===== src/source/alu_pkg.sv =====
package alu_pkg;

  localparam int data_width = 8;

  // one bit per control index below
  localparam int ctrl_width = 18;

  typedef logic [ctrl_width-1:0] ctrl_t;

  // operand conditioning
  localparam int ctl_clear_rhs        = 0;
  localparam int ctl_invert_rhs       = 1;
  localparam int ctl_clear_carry      = 2;
  localparam int ctl_invert_carry_in  = 3;

  // result select, lowest index wins
  localparam int ctl_select_rhs       = 4;
  localparam int ctl_select_adc       = 5;
  localparam int ctl_select_and       = 6;
  localparam int ctl_select_or        = 7;
  localparam int ctl_select_xor       = 8;
  localparam int ctl_select_rol       = 9;
  localparam int ctl_select_ror       = 10;

  // flag update
  localparam int ctl_flags_rhs        = 11;
  localparam int ctl_adc_overflow     = 12;
  localparam int ctl_result_sign      = 13;
  localparam int ctl_set_carry        = 14;
  localparam int ctl_invert_carry_out = 15;
  localparam int ctl_result_zero      = 16;

  localparam int ctl_write_acc        = 17;

  typedef enum logic [3:0] {
    op_lda = 4'h0,
    op_adc = 4'h1,
    op_sbc = 4'h2,
    op_and = 4'h3,
    op_ora = 4'h4,
    op_eor = 4'h5,
    op_asl = 4'h6,
    op_lsr = 4'h7,
    op_rol = 4'h8,
    op_ror = 4'h9,
    op_cmp = 4'ha,
    op_bit = 4'hb,
    op_clc = 4'hc,
    op_sec = 4'hd
  } opcode_t;

  // queued entry is {ctrl, operand, flags_en}
  localparam int op_width = ctrl_width + data_width + 1;

endpackage

===== src/source/alu_unit.sv =====
`timescale 1ns/100ps

module alu_unit #(
  parameter int queue_depth = 4
) (
  input  logic                           clk,
  input  logic                           rst,
  input  logic                           op_valid,
  input  alu_pkg::opcode_t               opcode,
  input  logic [alu_pkg::data_width-1:0] operand,
  input  logic                           flags_en,
  input  logic                           stall,
  output logic                           busy,
  output logic                           result_valid,
  output logic [alu_pkg::data_width-1:0] acc,
  output logic [3:0]                     flags
);

  logic                           push;
  alu_pkg::ctrl_t                 push_ctrl;
  logic [alu_pkg::data_width-1:0] push_operand;
  logic                           push_flags_en;
  logic                           pop;
  alu_pkg::ctrl_t                 head_ctrl;
  logic [alu_pkg::data_width-1:0] head_operand;
  logic                           head_flags_en;
  logic                           empty;

  alu_decoder i_alu_decoder (
    .clk           (clk),
    .rst           (rst),
    .op_valid      (op_valid),
    .opcode        (opcode),
    .operand       (operand),
    .flags_en      (flags_en),
    .push          (push),
    .push_ctrl     (push_ctrl),
    .push_operand  (push_operand),
    .push_flags_en (push_flags_en)
  );

  alu_op_queue #(
    .queue_depth (queue_depth)
  ) i_alu_op_queue (
    .clk           (clk),
    .rst           (rst),
    .push          (push),
    .push_ctrl     (push_ctrl),
    .push_operand  (push_operand),
    .push_flags_en (push_flags_en),
    .pop           (pop),
    .head_ctrl     (head_ctrl),
    .head_operand  (head_operand),
    .head_flags_en (head_flags_en),
    .empty         (empty),
    .full          (busy)        // full queue is the only back-pressure
  );

  alu_exec i_alu_exec (
    .clk           (clk),
    .rst           (rst),
    .stall         (stall),
    .empty         (empty),
    .head_ctrl     (head_ctrl),
    .head_operand  (head_operand),
    .head_flags_en (head_flags_en),
    .pop           (pop),
    .result_valid  (result_valid),
    .acc           (acc),
    .flags         (flags)
  );

endmodule


===== src/source/alu_exec.sv =====
`timescale 1ns/100ps

module alu_exec (
  input  logic                           clk,
  input  logic                           rst,
  input  logic                           stall,
  input  logic                           empty,
  input  alu_pkg::ctrl_t                 head_ctrl,
  input  logic [alu_pkg::data_width-1:0] head_operand,
  input  logic                           head_flags_en,
  output logic                           pop,
  output logic                           result_valid,
  output logic [alu_pkg::data_width-1:0] acc,
  output logic [3:0]                     flags
);

  logic [alu_pkg::data_width-1:0] result;
  logic                           carry_next;
  logic                           overflow_next;
  logic                           sign_next;
  logic                           zero_next;

  assign pop = !empty && !stall;

  // flags is {n, v, z, c}
  core_alu i_core_alu (
    .control      (head_ctrl),
    .mask_p       (head_flags_en),
    .lhs          (acc),
    .rhs          (head_operand),
    .carry        (flags[0]),
    .overflow     (flags[2]),
    .sign         (flags[3]),
    .zero         (flags[1]),
    .result       (result),
    .carry_out    (carry_next),
    .overflow_out (overflow_next),
    .sign_out     (sign_next),
    .zero_out     (zero_next)
  );

  always_ff @(posedge clk)
  begin
    if (rst)
    begin
      acc          <= '0;
      flags        <= '0;
      result_valid <= 1'b0;
    end
    else
    begin
      result_valid <= pop;
      if (pop)
      begin
        if (head_ctrl[alu_pkg::ctl_write_acc])
          acc <= result;
        flags <= {sign_next, overflow_next, zero_next, carry_next};
      end
    end
  end

endmodule


===== src/source/core_alu.sv =====
`timescale 1ns/100ps

module core_alu (
  input  alu_pkg::ctrl_t                 control,
  input  logic                           mask_p,
  input  logic [alu_pkg::data_width-1:0] lhs,
  input  logic [alu_pkg::data_width-1:0] rhs,
  input  logic                           carry,
  input  logic                           overflow,
  input  logic                           sign,
  input  logic                           zero,
  output logic [alu_pkg::data_width-1:0] result,
  output logic                           carry_out,
  output logic                           overflow_out,
  output logic                           sign_out,
  output logic                           zero_out
);

  localparam int dw = alu_pkg::data_width;

  logic [dw:0] rhs_ext; // extra bit carries the inversion into the sum
  logic        cin;
  logic        chain;

  always_comb
  begin
    rhs_ext = {1'b0, rhs};
    if (control[alu_pkg::ctl_clear_rhs])
      rhs_ext = '0;
    if (control[alu_pkg::ctl_invert_rhs])
      rhs_ext = ~rhs_ext;

    cin = carry;
    if (control[alu_pkg::ctl_clear_carry])
      cin = 1'b0;
    if (control[alu_pkg::ctl_invert_carry_in])
      cin = ~cin;

    chain  = cin;
    result = lhs;
    if (control[alu_pkg::ctl_select_rhs])
      result = rhs_ext[dw-1:0];
    else if (control[alu_pkg::ctl_select_adc])
      {chain, result} = {1'b0, lhs} + rhs_ext + {{dw{1'b0}}, cin};
    else if (control[alu_pkg::ctl_select_and])
      result = lhs & rhs_ext[dw-1:0];
    else if (control[alu_pkg::ctl_select_or])
      result = lhs | rhs_ext[dw-1:0];
    else if (control[alu_pkg::ctl_select_xor])
      result = lhs ^ rhs_ext[dw-1:0];
    else if (control[alu_pkg::ctl_select_rol])
      {chain, result} = {lhs, cin}; // msb out to carry
    else if (control[alu_pkg::ctl_select_ror])
      {result, chain} = {cin, lhs}; // lsb out to carry

    overflow_out = overflow;
    sign_out     = sign;
    carry_out    = carry;
    zero_out     = zero;

    if (mask_p)
    begin
      if (control[alu_pkg::ctl_flags_rhs])
      begin
        overflow_out = rhs[dw-2];
        sign_out     = rhs[dw-1];
      end
      else
      begin
        if (control[alu_pkg::ctl_adc_overflow])
          overflow_out = (lhs[dw-1] == rhs_ext[dw-1]) && (result[dw-1] != lhs[dw-1]);
        if (control[alu_pkg::ctl_result_sign])
          sign_out = result[dw-1];
      end

      if (control[alu_pkg::ctl_invert_carry_out])
        carry_out = ~chain;
      else if (control[alu_pkg::ctl_set_carry])
        carry_out = chain;

      if (control[alu_pkg::ctl_result_zero])
        zero_out = ~|result;
    end
  end

endmodule


===== src/source/alu_op_queue.sv =====
`timescale 1ns/100ps

module alu_op_queue #(
  parameter int queue_depth = 4
) (
  input  logic                           clk,
  input  logic                           rst,
  input  logic                           push,
  input  alu_pkg::ctrl_t                 push_ctrl,
  input  logic [alu_pkg::data_width-1:0] push_operand,
  input  logic                           push_flags_en,
  input  logic                           pop,
  output alu_pkg::ctrl_t                 head_ctrl,
  output logic [alu_pkg::data_width-1:0] head_operand,
  output logic                           head_flags_en,
  output logic                           empty,
  output logic                           full
);

  localparam int ptr_w = $clog2(queue_depth);
  localparam int cnt_w = ptr_w + 1;

  logic [alu_pkg::op_width-1:0] mem [queue_depth];
  logic [ptr_w-1:0]             wr_ptr;
  logic [ptr_w-1:0]             rd_ptr;
  logic [cnt_w-1:0]             count;
  logic                         do_push;
  logic                         do_pop;

  assign empty   = (count == '0);
  assign full    = (count == cnt_w'(queue_depth));
  assign do_push = push && !full; // dropped when full
  assign do_pop  = pop && !empty;

  assign {head_ctrl, head_operand, head_flags_en} = mem[rd_ptr];

  always_ff @(posedge clk)
  begin
    if (do_push)
      mem[wr_ptr] <= {push_ctrl, push_operand, push_flags_en};
  end

  always_ff @(posedge clk)
  begin
    if (rst)
    begin
      wr_ptr <= '0;
      rd_ptr <= '0;
      count  <= '0;
    end
    else
    begin
      if (do_push)
        wr_ptr <= wr_ptr + ptr_w'(1); // wraps, depth is a power of two
      if (do_pop)
        rd_ptr <= rd_ptr + ptr_w'(1);
      if (do_push && !do_pop)
        count <= count + cnt_w'(1);
      else if (do_pop && !do_push)
        count <= count - cnt_w'(1);
    end
  end

endmodule


===== src/source/alu_decoder.sv =====
`timescale 1ns/100ps

module alu_decoder (
  input  logic                           clk,
  input  logic                           rst,
  input  logic                           op_valid,
  input  alu_pkg::opcode_t               opcode,
  input  logic [alu_pkg::data_width-1:0] operand,
  input  logic                           flags_en,
  output logic                           push,
  output alu_pkg::ctrl_t                 push_ctrl,
  output logic [alu_pkg::data_width-1:0] push_operand,
  output logic                           push_flags_en
);

  alu_pkg::ctrl_t ctrl_next;

  always_comb
  begin
    ctrl_next = '0;
    case (opcode)
      alu_pkg::op_lda:
        ctrl_next[alu_pkg::ctl_select_rhs] = 1'b1;
      alu_pkg::op_adc, alu_pkg::op_sbc, alu_pkg::op_cmp:
      begin
        ctrl_next[alu_pkg::ctl_select_adc] = 1'b1;
        ctrl_next[alu_pkg::ctl_set_carry]  = 1'b1;
        if (opcode != alu_pkg::op_cmp)
          ctrl_next[alu_pkg::ctl_adc_overflow] = 1'b1;
        if (opcode != alu_pkg::op_adc)
        begin
          ctrl_next[alu_pkg::ctl_invert_rhs]       = 1'b1;
          ctrl_next[alu_pkg::ctl_invert_carry_out] = 1'b1; // carry = not borrow
        end
        if (opcode == alu_pkg::op_cmp)
        begin
          ctrl_next[alu_pkg::ctl_clear_carry]     = 1'b1; // forced carry-in of 1
          ctrl_next[alu_pkg::ctl_invert_carry_in] = 1'b1;
        end
      end
      alu_pkg::op_and, alu_pkg::op_bit:
        ctrl_next[alu_pkg::ctl_select_and] = 1'b1;
      alu_pkg::op_ora:
        ctrl_next[alu_pkg::ctl_select_or] = 1'b1;
      alu_pkg::op_eor:
        ctrl_next[alu_pkg::ctl_select_xor] = 1'b1;
      alu_pkg::op_asl, alu_pkg::op_rol:
      begin
        ctrl_next[alu_pkg::ctl_select_rol]  = 1'b1;
        ctrl_next[alu_pkg::ctl_set_carry]   = 1'b1;
        ctrl_next[alu_pkg::ctl_clear_carry] = (opcode == alu_pkg::op_asl);
      end
      alu_pkg::op_lsr, alu_pkg::op_ror:
      begin
        ctrl_next[alu_pkg::ctl_select_ror]  = 1'b1;
        ctrl_next[alu_pkg::ctl_set_carry]   = 1'b1;
        ctrl_next[alu_pkg::ctl_clear_carry] = (opcode == alu_pkg::op_lsr);
      end
      alu_pkg::op_clc, alu_pkg::op_sec:
      begin
        ctrl_next[alu_pkg::ctl_clear_carry]     = 1'b1; // result stays lhs
        ctrl_next[alu_pkg::ctl_invert_carry_in] = (opcode == alu_pkg::op_sec);
        ctrl_next[alu_pkg::ctl_set_carry]       = 1'b1;
      end
      default:
        ctrl_next = '0; // unused codes leave acc and flags alone
    endcase

    // n and z follow the result for everything that writes acc, plus cmp
    if (opcode <= alu_pkg::op_cmp)
    begin
      ctrl_next[alu_pkg::ctl_result_sign] = 1'b1;
      ctrl_next[alu_pkg::ctl_result_zero] = 1'b1;
      ctrl_next[alu_pkg::ctl_write_acc]   = (opcode != alu_pkg::op_cmp);
    end
    if (opcode == alu_pkg::op_bit)
    begin
      ctrl_next[alu_pkg::ctl_flags_rhs]   = 1'b1; // n, v from operand
      ctrl_next[alu_pkg::ctl_result_zero] = 1'b1;
    end
  end

  always_ff @(posedge clk)
  begin
    if (rst)
      push <= 1'b0;
    else
      push <= op_valid;
  end

  always_ff @(posedge clk)
  begin
    if (op_valid)
    begin
      push_ctrl     <= ctrl_next;
      push_operand  <= operand;
      push_flags_en <= flags_en;
    end
  end

endmodule


===== config.mk =====
export PLATFORM = sky130hd
export DESIGN_NAME = alu_unit
export DESIGN_NICKNAME = d
export VERILOG_FILES = /design/src/source/alu_pkg.sv /design/src/source/alu_unit.sv /design/src/source/alu_exec.sv /design/src/source/core_alu.sv /design/src/source/alu_op_queue.sv /design/src/source/alu_decoder.sv
export SDC_FILE = /design/constraint.sdc
export NUM_CORES = 1
export LEC_CHECK = 0
export BUFFER_PORTS_ARGS = -buffer_cell sky130_fd_sc_hd__buf_4
export CAP_MARGIN = 20
export CORE_MARGIN = 1.5
export CORE_UTILIZATION = 60
export CTS_BUF_LIST = sky130_fd_sc_hd__clkbuf_16
export DETAILED_ROUTE_END_ITERATION = 10
export GPL_TIMING_DRIVEN = 0
export HOLD_SLACK_MARGIN = 0.02
export PLACE_DENSITY = 0.75
export SLEW_MARGIN = 20
export SYNTH_ARGS = -nofsm -noshare
export SYNTH_HDL_FRONTEND = slang
export SYNTH_SLANG_ARGS = --single-unit

===== constraint.sdc =====
create_clock -name clk -period 10.3 [get_ports clk]
set_input_delay 0.515 -clock clk [delete_from_list [all_inputs] [get_ports clk]]
set_output_delay 0.515 -clock clk [all_outputs]
set_load 0.05 [all_outputs]

# --- Yosys cells after proc, flatten, opt, wreduce, memory -nomap -nowiden ---
# Memories as Yosys holds them, arrays and structs flattened. A register that Yosys moved wholly into a read port is not among the register bits.
# Cells that the tools add are included.
totals:
  register_bits: 47
  latch_bits: 0
  ramBits: 104
  romBits: 0
  input_bits: 17
  out_inout_bits: 14
  word_cells: 125
  n_memories: 1
mem_list:
  columns: ["memory", "words", "word_bits", "read_ports", "rd_clocked_by_memory_dff", "write_ports", "line", "source"]
  rows:
  - ["i_alu_op_queue.mem", 4, 26, 1, 1, 1, "alu_op_queue.sv:23", "logic [alu_pkg::op_width-1:0] mem [queue_depth];"]
op_classes:
  addsub: 6
  mul: 0
  div: 0
  magnitude_cmp: 1
  eq_ne: 18
  shift: 0
  muxes: 47
  n_bitwise: 6
  n_reduce_logical: 30
op_table:
  columns: ["operator", "count"]
  rows:
  - ["$mux 8", 8]
  - ["$mux 1", 31]
  - ["$eq 4x4->1 const B", 6]
  - ["$eq 4x3->1 const B", 4]
  - ["$reduce_and 3->1", 4]
  - ["$add 8x9->9", 1]
  - ["$add 9x1->9", 1]
  - ["$mux 9", 1]
  - ["$not 8->9", 1]
  - ["$reduce_or 9->1", 1]
  - ["$and 8x8->8", 1]
  - ["$eq 4x2->1 const B", 2]
  - ["$or 8x8->8", 1]
  - ["$reduce_bool 2->1", 4]
  - ["$reduce_or 2->1", 4]
  - ["$reduce_or 8->1", 1]
  - ["$xor 8x8->8", 1]
  - ["$logic_and 1x1->1", 6]
  - ["$logic_not 1->1", 6]
  - ["$mux 2", 3]
  - ["$mux 3", 2]
  - ["$add 2x1->2 const B", 2]
  - ["$eq 4x1->1 const B", 1]
  - ["$le 4x4->1 const B", 1]
  - ["14 further kinds", 15]

# --- Depth between registers and ports, before layout ---
# Gate-level depths: netlist of run 1.
logic_depth:
  ltp_word: 14
  depth_mapped: 15
  mapped_depth_nobuf: 14

# --- Cells and area by module ---
# From an unflattened synthesis of run 1, not the netlist that was laid out.
hier_totals:
  hier_cells: 521
  hier_area_um2: 7404.6
modules_own_cells:
  columns: ["mod", "n_inst", "cells_each", "area_each_um2", "seq_area_each_um2"]
  rows:
  - ["alu_op_queue", 1, 189, 4388.0, 3423.3]
  - ["core_alu", 1, 213, 1415.1, 0.0]
  - ["alu_decoder", 1, 62, 1038.5, 770.7]
  - ["alu_exec", 1, 57, 563.0, 260.2]

# --- Least setup slack after synthesis of run 1 ---
# OpenSTA, ideal clock, no wires.
synth_path:
  path_kind: "register to register"
  startpoint: "reg with a tool-made name"
  endpoint: "reg i_alu_exec.flags[0]"
  setup_time_ps: 70
  arrival_time_ps: 3700
  required_ps: 10230
  path_slack_ps: 6530
  stages_incl_launch_ff: 16
  path_buffers: 3
  synth_period_minus_slack_ps: 3770
  cell_sequence: "dfxtp_1 buf_6 buf_4 buf_2 mux4_2 xor2_1 fa_1 inv_1 fa_1 nor2b_1 o211ai_1 a21oi_1 a21o_1 a2111oi_0 or4_1 a21oi_1"
synth_lines:
  columns: ["element", "line", "source"]
  rows:
  - ["to (signal assigned)", "alu_exec.sv:57", "flags <= {sign_next, overflow_next, zero_next, carry_next};"]
  - ["to (decl)", "alu_exec.sv:14", "output logic [3:0] flags"]

==> qor.csv, run 1 <==
stage,metric,value,unit
detailed_routing,WL met3,783,um
sta,RSZ-0062 raised after global routing,false,
finish,Area Growth Syn to Fin,14.7,%
logic_synthesis,Post-synth EDFFs,125,
detailed_routing,Starting DRT DRC Count,311,
floorplanning,row cnt,38,
detailed_routing,Vias/cell,6.12,
logic_synthesis,ys flop type,edfxtp_1,
clocking,Post-CTS Resized,0,
floorplanning,Die Width,110,um
finish,Ant. Diodes,0,
sta,Worst Skew,0.0126,ns
logic_synthesis,largest cells by area after synthesis,"edfxtp_1, mux4_2, dfxtp_1",
power_and_ir_drop,Peak supply drop,203,uV
detailed_routing,final antenna-violating net count,0,
clocking,CTS Hold Bufs,0,
detailed_routing,DRT met1 WL,6570,um
logic_synthesis,total of warnings raised by yosys,0,
sta,Final Hold Viols,0,
finish,Nets,569,
floorplanning,initial core utilization,0.623,
sta,Period minus WS final,4.89,ns
sta,Fmax,204,MHz
logic_synthesis,top cell type's share of synthesized area,0.551,
power_and_ir_drop,Leak Pwr,2.79,nW
detailed_routing,first-pass detailed-route iteration total,5,
power_and_ir_drop,Psw,0.768,mW
grt,antenna violations before repair,0,
clocking,CTS buffer count,17,
power_and_ir_drop,Cell Int Power,1.38,mW
grt,GRT overflow,0,
run,Max Cap Violations,0,
sta,Slew @ Worst Pin,0.814,ns
sta,final slew viol count,0,
power_and_ir_drop,pwr dens,275,nW/um2
worst_setup_path,CP Launch Type,register,
finish,"most common cell after layout, fill and taps aside",edfxtp_1,
logic_synthesis,largest area contributor in the netlist,edfxtp_1,
clocking,# clock sinks,148,
worst_hold_path,worst hold path type,primary input to register,
clocking,Post-CTS Setup Bufs,0,
floorplanning,die span in y,110,um
placed_design,dpl hpwl,9850,um
finish,most frequent cells in the layout,"edfxtp_1, buf_4, nor2_1, mux4_2",
logic_synthesis,Synth Area in XOR/XNOR,0.0232,
power_and_ir_drop,logic gate share of total power,0.363,
clocking,CTS tree,done,
logic_synthesis,Post-Synthesis Cells,479,
sta,Fin Setup TNS,0,ns
worst_setup_path,endpoint type of the worst setup path,register,
detailed_routing,routed len/inst,22.0,um
logic_synthesis,Post-Synth Adder-Cell Area,0.0474,
placed_design,gp weighted congestion,0.868,
detailed_routing,top sig layer,met4,
worst_setup_path,Crit Path Max Fanout,10,
floorplanning,IO Count,31,
detailed_routing,routed wl met2,7200,um
finish,# fillers,745,
grt,overall routing resource usage,0.271,
finish,final core utilization,0.714,
logic_synthesis,ys async rst share,0,
grt,largest net degree at the start of global routing,27,
logic_synthesis,post-synthesis register bit count,148,
grt,global-route wire length before repair,22700,um
detailed_routing,final WL,15000,um
worst_setup_path,Setup Crit Path Kind,register to register,
worst_setup_path,Worst Path Arrival,5.24,ns
power_and_ir_drop,Switching Fraction,0.357,
logic_synthesis,main combinational cell family by area after synthesis,multiplexers,
clocking,clock latency on the worst-skew pair,0.43,ns
logic_synthesis,Syn Nets,520,
clocking,clk buf depth,2,
power_and_ir_drop,sequential power share,0.347,
logic_synthesis,post-synthesis mux area share,0.108,
grt,vias in the first global route,4145,
logic_synthesis,Mean Syn Cell Area,14.2,um2
power_and_ir_drop,Clock power frac,0.290,
sta,Slew headroom,0.458,
logic_synthesis,Post-Syn Area,6810,um2
outcome,status,"finished, final reports clean",
clocking,htree depth,4,
clocking,clk slew on worst S/H paths,0.06,ns
floorplanning,die area,12000,um2
logic_synthesis,Yosys cell types,60,
logic_synthesis,Synth Area in Compound Gates,0.0829,
detailed_routing,number of remaining DRC errors,0,
worst_setup_path,Critical Path RT,10.65,ns
clocking,root buffer cell,clkbuf_16,
finish,layout cells sized above 1,0.203,
logic_synthesis,post-synthesis simple-gate area fraction,0.0867,
floorplanning,core footprint,10900,um2
sta,Final Cycle Share,0.475,
sta,setup violators final,0,
placed_design,port buffer count,30,
detailed_routing,via count,4171,
logic_synthesis,sequential fraction of the synthesis area,0.619,
[path summary, 6_finish.rpt]
check / from / to / slack, ns / cells past startpoint
max: register / i_alu_exec.flags[0]$_SDFFE_PP0P_ / 5.41 / 15
min reg2reg: i_alu_decoder.push_ctrl[2]$_DFFE_PP_ / i_alu_op_queue.mem[2][10]$_DFFE_PP_ / 0.50 / 0
max reg2reg: register / i_alu_exec.flags[0]$_SDFFE_PP0P_ / 5.41 / 15
min: operand[0] / i_alu_decoder.push_operand[0]$_DFFE_PP_ / 0.26 / 1
[per-layer routing]
metal	track usage	vias to the layer above
met5	0	-
li1	-	1926
met4	0.124	0
met2	0.432	152
met1	0.355	2061
met3	0.0616	32
[cell families (layout without fill, tap and decap cells)]
kind of cell,count (synthesis),after routing
AO/OA/AOI/OAI,85,85
XOR/XNOR,18,18
adder cells (fa/ha/maj),24,24
buffers and inverters,50,112
flip-flops,148,148
multiplexers,42,42
AND/OR/NAND/NOR,112,112
[power groups by stage]
stage                     combinational, mW  sequential [mW]  clock, mW
final                                 0.780            0.746      0.622
after global routing                  0.851            0.751      0.651
after CTS                             0.775            0.745      0.630
after detailed placement              0.768            0.758          0
after global placement                0.761            0.754          0
after floorplan                       0.547            0.774          0
[sequential cells by signal (all words and copies together) (netlist names), named ones only]
| signal | flops |
|---|---|
| i_alu_op_queue.rd_ptr | 2 |
| i_alu_exec.flags | 4 |
| i_alu_exec.acc | 8 |
| i_alu_decoder.push | 1 |
| i_alu_op_queue.wr_ptr | 2 |
| i_alu_exec.result_valid | 1 |
| i_alu_decoder.push_flags_en | 1 |
| i_alu_decoder.push_ctrl | 16 |
| i_alu_op_queue.mem | 100 |
| i_alu_decoder.push_operand | 8 |
| i_alu_op_queue.count | 3 |
[cells in the mapped netlist (6+ instances only)]
master,count
and2_1,11
dfxtp_1,23
mux4_2,25
a211oi_1,9
ha_1,21
mux2i_1,13
clkbuf_1,16
xnor2_1,8
o21ai_0,15
nor2b_1,6
xor2_1,10
a21oi_1,20
edfxtp_1,125
nand2_1,21
inv_1,23
nor2_1,31
[critical path, cell delays in order, from the launching register on]
cell and delay [ns]:
dfxtp_1 0.30, buf_2 0.23, buf_2 0.36, clkbuf_1 0.58
mux4_2 0.46, xor2_1 0.38, fa_1 0.33, inv_1 0.07
fa_1 0.41, nor2b_1 0.18, o211ai_1 0.17, a21oi_1 0.32
a21o_1 0.18, a2111oi_0 0.11, or4_1 0.57, a21oi_1 0.14
[stage by stage]
step | std cells | hold WS [ns] | area, um2 | setup slack [ns] | power [mW]
finish | 681 | 0.264 | 7810 | 5.41 | 2.15
floorplan | 479 | 0.450 | 6810 | 6.53 | 1.32
global route | 681 | 0.248 | 7810 | 5.24 | 2.25
global placement | 649 | 0.469 | 7210 | 5.48 | 1.51
CTS | 681 | 0.251 | 7810 | 5.46 | 2.15
detailed placement | 649 | 0.489 | 7210 | 5.53 | 1.53
[cell type report]
class | count | area (um2) | area share
Inverter | 23 | 86.3 | 0.0111
Clock buffer | 17 | 425 | 0.0545
Buffer | 27 | 134 | 0.0171
Tap cell | 140 | 175 | 0.0224
Sequential cell | 148 | 4210 | 0.539
Timing Repair Buffer | 30 | 225 | 0.0288
Clock inverter | 15 | 173 | 0.0221
Multi-Input combinational cell | 281 | 2380 | 0.305
(Power assumes the default switching activity.)
==> run 2, diff against run 1 <==
- ABC_AREA: not set -> 1
- clock period: 10.3 -> 5 ns (I/O delays scaled with it)
==> run 2 against run 1 <==
  * Clock skew down 0.0040 ns
  * Utilization hardly changed
  * Setup slack got worse by 4.2 ns
  * Via count up 30%
  * Non-clock buffer count up 15
  * Cell count up 40%
  * Combinational power increased to 2.9 times the previous value
  * Register-to-register slack worse by 4.2 ns
  * First-iteration DRC count rose by 61%
  * Critical path type unchanged
  * Highest routed layer unchanged
==> qor.csv, run 2 <==
stage,metric,value,unit,change
sta,Fmax,262,MHz,was 204 MHz
grt,largest net degree at the start of global routing,27,,unchanged
clocking,clock latency on the worst-skew pair,0.42,ns,was 0.43 ns
finish,max FFs per register,100,,unchanged
logic_synthesis,Post-Syn Area,7270,um2,was 6810 um2
logic_synthesis,most common cell in the netlist,nand2_1,,was edfxtp_1
run,Max Cap Violations,0,,unchanged
grt,antenna violations before repair,0,,unchanged
logic_synthesis,largest area contributor in the netlist,edfxtp_1,,unchanged
sta,Worst Skew,0.00860,ns,was 0.0126 ns
logic_synthesis,Yosys cell types,46,,was 60
floorplanning,core footprint,11900,um2,was 10900 um2
finish,final core utilization,0.714,,about the same
grt,global-route wire length before repair,27500,um,was 22700 um
detailed_routing,first-pass detailed-route iteration total,5,,unchanged
sta,Final Cycle Share,0.764,,was 0.475
detailed_routing,final WL,17100,um,was 15000 um
finish,cell area after layout,8510,um2,was 7810 um2
floorplanning,initial core utilization,0.610,,was 0.623
sta,final slew viol count,0,,unchanged
placed_design,placed cells,914,,was 649
logic_synthesis,Syn Nets,775,,was 520
finish,fin cells,954,,was 681
finish,# fillers,830,,was 745
sta,worst setup margin,1.18,ns,was 5.41 ns
placed_design,post-place setup slack,1.28,ns,was 5.53 ns
logic_synthesis,top cell type's share of synthesized area,0.516,,was 0.551
worst_setup_path,endpoint type of the worst setup path,register,,unchanged
worst_hold_path,worst hold path type,primary input to register,,unchanged
sta,Slew headroom,0.636,,was 0.458
outcome,status,"finished, final reports clean",,unchanged
floorplanning,Die Width,113,um,was 110 um
placed_design,port buffer count,29,,was 30
logic_synthesis,Mean Syn Cell Area,9.91,um2,was 14.2 um2
finish,register area,4210,um2,unchanged
grt,overall routing resource usage,0.286,,was 0.271
clocking,CTS buffer count,17,,unchanged
placed_design,Placed Area,7810,um2,was 7210 um2
worst_setup_path,Setup Crit Path Kind,register to register,,unchanged
floorplanning,die area,12800,um2,was 12000 um2
detailed_routing,Vias/cell,5.67,,was 6.12
clocking,root buffer cell,clkbuf_16,,unchanged
logic_synthesis,sequential fraction of the synthesis area,0.580,,was 0.619
floorplanning,row cnt,40,,was 38
logic_synthesis,Synth top cells by count,"nand2_1, edfxtp_1, inv_1",,"was edfxtp_1, nor2_1, mux4_2"
power_and_ir_drop,Leak Pwr,3.60,nW,was 2.79 nW
sta,RSZ-0062 raised after global routing,false,,unchanged
detailed_routing,routed len/inst,17.9,um,was 22.0 um
finish,Nets,836,,was 569
detailed_routing,number of remaining DRC errors,0,,unchanged
detailed_routing,Starting DRT DRC Count,500,,was 311
logic_synthesis,Post-synth EDFFs,125,,unchanged
logic_synthesis,post-synthesis register bit count,148,,unchanged
logic_synthesis,total of warnings raised by yosys,0,,unchanged
worst_setup_path,CP Launch Type,register,,unchanged
clocking,CTS tree,done,,unchanged
clocking,Post-CTS Setup Bufs,0,,unchanged
logic_synthesis,largest cells by area after synthesis,"edfxtp_1, nand2_1, dfxtp_1",,"was edfxtp_1, mux4_2, dfxtp_1"
worst_setup_path,Critical Path RT,5.36,ns,was 10.65 ns
clocking,htree depth,4,,unchanged
finish,"most common cell after layout, fill and taps aside",nand2_1,,was edfxtp_1
finish,Area Growth Syn to Fin,17.0,%,was 14.7%
finish,most frequent cells in the layout,"nand2_1, edfxtp_1, inv_1, o21ai_0, nand3_1",,"was edfxtp_1, buf_4, nor2_1, mux4_2"
sta,Fin Setup TNS,0,ns,unchanged
sta,Period minus WS final,3.82,ns,was 4.89 ns
finish,area occupied by multi-input gates,2440,um2,was 2380 um2
floorplanning,die span in y,113,um,was 110 um
power_and_ir_drop,Final Power,5.10,mW,was 2.15 mW
sta,Slew @ Worst Pin,0.546,ns,was 0.814 ns
clocking,clk buf depth,2,,unchanged
power_and_ir_drop,pwr dens,600,nW/um2,was 275 nW/um2
sta,setup violators final,0,,unchanged
logic_synthesis,ys async rst share,0,,unchanged
grt,vias in the first global route,5298,,was 4145
finish,layout cells sized above 1,0.145,,was 0.203
finish,Biggest register,i_alu_op_queue.mem,,unchanged
floorplanning,IO Count,31,,unchanged
detailed_routing,via count,5410,,was 4171
finish,Ant. Diodes,0,,unchanged
logic_synthesis,ys flop type,edfxtp_1,,unchanged
worst_setup_path,Crit Path Max Fanout,10,,unchanged
worst_setup_path,Worst Path Arrival,4.18,ns,was 5.24 ns
sta,Final Hold Viols,0,,unchanged
detailed_routing,final antenna-violating net count,0,,unchanged
clocking,# clock sinks,148,,unchanged
power_and_ir_drop,Peak supply drop,290,uV,was 203 uV
logic_synthesis,Post-Synthesis Cells,734,,was 479
clocking,clk slew on worst S/H paths,0.06,ns,about the same
placed_design,dpl hpwl,11900,um,was 9850 um
placed_design,gp weighted congestion,0.871,,was 0.868
finish,Regs by FF count,"i_alu_op_queue.mem: 100 flops, i_alu_decoder.push_ctrl: 16 flops",,unchanged
grt,GRT overflow,0,,unchanged
clocking,Post-CTS Resized,0,,unchanged
sta,Min Hold Slack,0.0597,ns,was 0.264 ns
[run 2: cell count changes in the layout (fill, tap and decap cells not counted), sizes merged, moves of 13 or more]
cell,previous run,this run
nand3,5,52
clkbuf,33,20
mux2i,13,0
inv,29,103
o21ai,16,63
buf,41,60
nor2,31,52
mux4,25,0
nand2,21,181
a21oi,20,39
[run 2: logic make-up (layout without fill, tap and decap cells)]
| group | count (synthesis) | count (layout) | synth area share |
|---|---|---|---|
| adder cells (fa/ha/maj) | 24 | 24 | 0.0444 |
| AND/OR/NAND/NOR | 296 | 296 | 0.170 |
| AO/OA/AOI/OAI | 125 | 125 | 0.0977 |
| buffers and inverters | 129 | 202 | 0.0893 |
| XOR/XNOR | 12 | 12 | 0.0186 |
| flip-flops | 148 | 148 | 0.580 |
[run 2: timing repair]
action | 4_1_cts | 5_1_grt
setup endpoints to repair | 0 | 0
hold endpoints to repair | 9 | 0
hold buffers | 9 | 0
[run 2: cell type report]
| type | count | area share |
|---|---|---|
| Sequential cell | 148 | 0.495 |
| Multi-Input combinational cell | 457 | 0.287 |
| Clock buffer | 17 | 0.0500 |
| Timing Repair Buffer | 42 | 0.0491 |
| Inverter | 99 | 0.0454 |
| Buffer | 30 | 0.0309 |
| Tap cell | 147 | 0.0216 |
| Clock inverter | 14 | 0.0210 |
[run 2: per-layer routing]
metal	track usage	vias to the layer above	share of wire
li1	-	2575	-
met5	0	-	0
met2	0.486	219	0.50
met4	0.116	0	0.029
met1	0.363	2570	0.41
met3	0.0578	46	0.066
[run 2: critical path: stages, from the launching register on]
cell	delay [ns]
dfxtp_1	0.33
buf_6	0.17
clkbuf_1	0.45
nand3_1	0.13
nand2_1	0.17
inv_1	0.07
nand2_1	0.14
and2_4	0.19
fa_1	0.24
inv_1	0.07
fa_1	0.41
o31ai_1	0.37
xor2_1	0.12
a21oi_1	0.14
nand2_1	0.09
nand2_1	0.09
nand2_1	0.07
nor2_1	0.16
nand2_1	0.07
nor2_1	0.09
nand2_1	0.07
a21oi_2	0.11
[run 2: where the power goes]
part / switching [mW] / internal, mW / leakage (nW) / total, mW
registers: 0.0942 / 1.46 / 1.34 / 1.56
logic: 1.48 / 0.776 / 1.97 / 2.25
clock network: 0.507 / 0.789 / 0.292 / 1.30
total: 2.08 / 3.03 / 3.60 / 5.10
[run 2: path summary, 6_finish.rpt]
kind / start / to / slack (ns) / cells past startpoint
setup / recovery: register / i_alu_exec.flags[1]$_SDFFE_PP0P_ / 1.18 / 21
setup reg to reg: register / i_alu_exec.flags[1]$_SDFFE_PP0P_ / 1.18 / 21
hold / removal: rst / i_alu_exec.flags[1]$_SDFFE_PP0P_ / 0.06 / 2
hold reg to reg: i_alu_op_queue.rd_ptr[0]$_SDFFE_PP0P_ / i_alu_op_queue.rd_ptr[0]$_SDFFE_PP0P_ / 0.49 / 1
==> run 3, diff against run 2 <==
- clock period: 5 -> 3.9 ns (I/O delays scaled with it)
==> run 3 against run 2 <==
  * Die area is the same
  * First-iteration DRC count grew 3.6%
  * Critical path type unchanged
  * Clock power is 28% higher
==> qor.csv, run 3 (synthesis results as in run 2) <==
stage,metric,value,unit,change
detailed_routing,first-pass detailed-route iteration total,5,,unchanged
finish,layout cells sized above 1,0.151,,was 0.145
floorplanning,IO Count,31,,unchanged
detailed_routing,number of remaining DRC errors,0,,unchanged
run,Max Cap Violations,0,,unchanged
worst_setup_path,CP Launch Type,register,,unchanged
clocking,clk buf depth,2,,unchanged
worst_setup_path,reg2reg path depth,23,,was 21
finish,Nets,837,,was 836
power_and_ir_drop,Final Power,6.57,mW,was 5.10 mW
worst_setup_path,Crit Path Max Fanout,10,,unchanged
finish,"most common cell after layout, fill and taps aside",nand2_1,,unchanged
sta,Fmax,275,MHz,was 262 MHz
finish,most frequent cells in the layout,"nand2_1, edfxtp_1, inv_1, o21ai_0, nand3_1",,unchanged
finish,Biggest register,i_alu_op_queue.mem,,unchanged
sta,Slew headroom,0.641,,was 0.636
power_and_ir_drop,pwr dens,770,nW/um2,was 600 nW/um2
power_and_ir_drop,Leak Pwr,3.61,nW,was 3.60 nW
placed_design,placed cells,914,,unchanged
grt,antenna violations before repair,0,,unchanged
worst_hold_path,worst hold path type,primary input to register,,unchanged
finish,max FFs per register,100,,unchanged
clocking,clk slew on worst S/H paths,0.06,ns,about the same
clocking,CTS tree,done,,unchanged
finish,Area Growth Syn to Fin,17.4,%,was 17.0%
detailed_routing,via count,5402,,was 5410
sta,Final Cycle Share,0.931,,was 0.764
worst_setup_path,Worst Path Arrival,3.99,ns,was 4.18 ns
detailed_routing,final WL,17100,um,about the same
sta,final slew viol count,0,,unchanged
sta,Slew @ Worst Pin,0.538,ns,was 0.546 ns
sta,Final Hold Viols,0,,unchanged
sta,Period minus WS final,3.63,ns,was 3.82 ns
detailed_routing,Starting DRT DRC Count,518,,was 500
clocking,clock latency on the worst-skew pair,0.42,ns,about the same
sta,Worst Skew,0.00796,ns,was 0.00860 ns
worst_hold_path,Hold Path Stages,2,,unchanged
grt,global-route wire length before repair,27500,um,about the same
worst_hold_path,Hold EP,i_alu_decoder.push_ctrl[16]$_SDFFCE_PP1P_,,was i_alu_exec.flags[1]$_SDFFE_PP0P_
clocking,htree depth,4,,unchanged
outcome,status,"finished, final reports clean",,unchanged
floorplanning,initial core utilization,0.610,,unchanged
clocking,Post-CTS Setup Bufs,0,,unchanged
grt,GRT overflow,0,,unchanged
finish,final core utilization,0.717,,was 0.714
sta,RSZ-0062 raised after global routing,false,,unchanged
grt,largest net degree at the start of global routing,27,,unchanged
floorplanning,die area,12800,um2,unchanged
floorplanning,Die Width,113,um,unchanged
floorplanning,core footprint,11900,um2,unchanged
detailed_routing,final antenna-violating net count,0,,unchanged
worst_setup_path,FF-to-FF End,i_alu_exec.flags[1]$_SDFFE_PP0P_,,unchanged
worst_setup_path,Setup Crit Path Kind,register to register,,unchanged
worst_setup_path,endpoint type of the worst setup path,register,,unchanged
placed_design,dpl hpwl,11900,um,unchanged
placed_design,port buffer count,29,,unchanged
floorplanning,die span in y,113,um,unchanged
sta,setup violators final,0,,unchanged
placed_design,gp weighted congestion,0.871,,unchanged
finish,Regs by FF count,"i_alu_op_queue.mem: 100 flops, i_alu_decoder.push_ctrl: 16 flops",,unchanged
worst_hold_path,Hold Crit Start,opcode[3],,was rst
clocking,CTS buffer count,17,,unchanged
clocking,# clock sinks,148,,unchanged
grt,overall routing resource usage,0.287,,was 0.286
finish,fin cells,955,,was 954
floorplanning,row cnt,40,,unchanged
clocking,root buffer cell,clkbuf_16,,unchanged
detailed_routing,Vias/cell,5.66,,was 5.67
power_and_ir_drop,Peak supply drop,373,uV,was 290 uV
grt,vias in the first global route,5303,,was 5298
worst_setup_path,Reg2Reg Setup Slack,0.27,ns,was 1.18 ns
finish,Ant. Diodes,0,,unchanged
sta,Fin Setup TNS,0,ns,unchanged
detailed_routing,routed len/inst,17.9,um,about the same
worst_setup_path,Critical Path RT,4.26,ns,was 5.36 ns
## run 3: cell types whose count changed in the layout (fill, tap and decap cells not counted)
cell / delta
clkbuf_1: -1
clkbuf_2: +1
dlygate4sd3_1: +1
fa_1: -1
fa_2: +1
nor2_1: -1
nor2_2: +1
o31ai_1: -1
o31ai_2: +1
xor2_1: -1
xor2_2: +1
## run 3: worst max-delay path by stage
stage	endpoint	from
floorplan	i_alu_exec.flags[1]$_SDFFE_PP0P_	register
global placement	i_alu_exec.flags[1]$_SDFFE_PP0P_	register
detailed placement	i_alu_exec.flags[1]$_SDFFE_PP0P_	register
CTS	i_alu_exec.flags[1]$_SDFFE_PP0P_	register
global route	i_alu_exec.flags[1]$_SDFFE_PP0P_	register
finish	i_alu_exec.flags[1]$_SDFFE_PP0P_	register
## run 3: area by class of cell
type,count,area [um2]
Timing Repair Buffer,43,428
Sequential cell,148,4210
Tap cell,147,184
Clock inverter,14,179
Fill cell,825,3380
Multi-Input combinational cell,457,2450
Buffer,30,264
Inverter,99,387
Clock buffer,17,425
## run 3: repair_timing
| action | 4_1_cts | 5_1_grt |
|---|---|---|
| gates resized for setup | 0 | 6 |
| setup endpoints to repair | 0 | 2 |
| hold buffers | 10 | 0 |
| endpoints found under the hold margin | 14 | 0 |
## run 3: where the power goes
| part | switching (mW) | internal, mW |
|---|---|---|
| registers | 0.120 | 1.87 |
| logic | 1.91 | 1.01 |
| clock network | 0.654 | 1.01 |
| total | 2.68 | 3.89 |
## run 3: through the flow
stage | worst slack (ns) | instance area (um2) | hold slack, ns
floorplan | 0.900 | 7270 | 0.257
finish | 0.269 | 8540 | 0.129
global placement | 0.239 | 7670 | 0.373
CTS | 0.127 | 8520 | 0.123
global route | 0.00155 | 8540 | 0.132
detailed placement | 0.176 | 7810 | 0.375
## run 3: per-layer routing
metal  wire, um  GRT usage
met4        505      0.116
met1       7070      0.364
met2       8480      0.486
met3       1060     0.0578
met5          0          0
## run 3: worst max-delay path, stage by stage (launching register included)
cell and delay, ns:
dfxtp_1 0.34, buf_6 0.15, inv_6 0.06, buf_12 0.13, buf_12 0.13, buf_6 0.15
nand2_1 0.07, a32o_1 0.27, xor2_2 0.18, inv_1 0.11, fa_2 0.24, inv_1 0.06
fa_1 0.42, o31ai_2 0.29, xor2_1 0.11, a21oi_1 0.13, nand2_1 0.09, nand2_1 0.08
nand2_1 0.07, nor2_2 0.12, nand2_1 0.06, nor2_1 0.09, nand2_1 0.07, a21oi_2 0.11
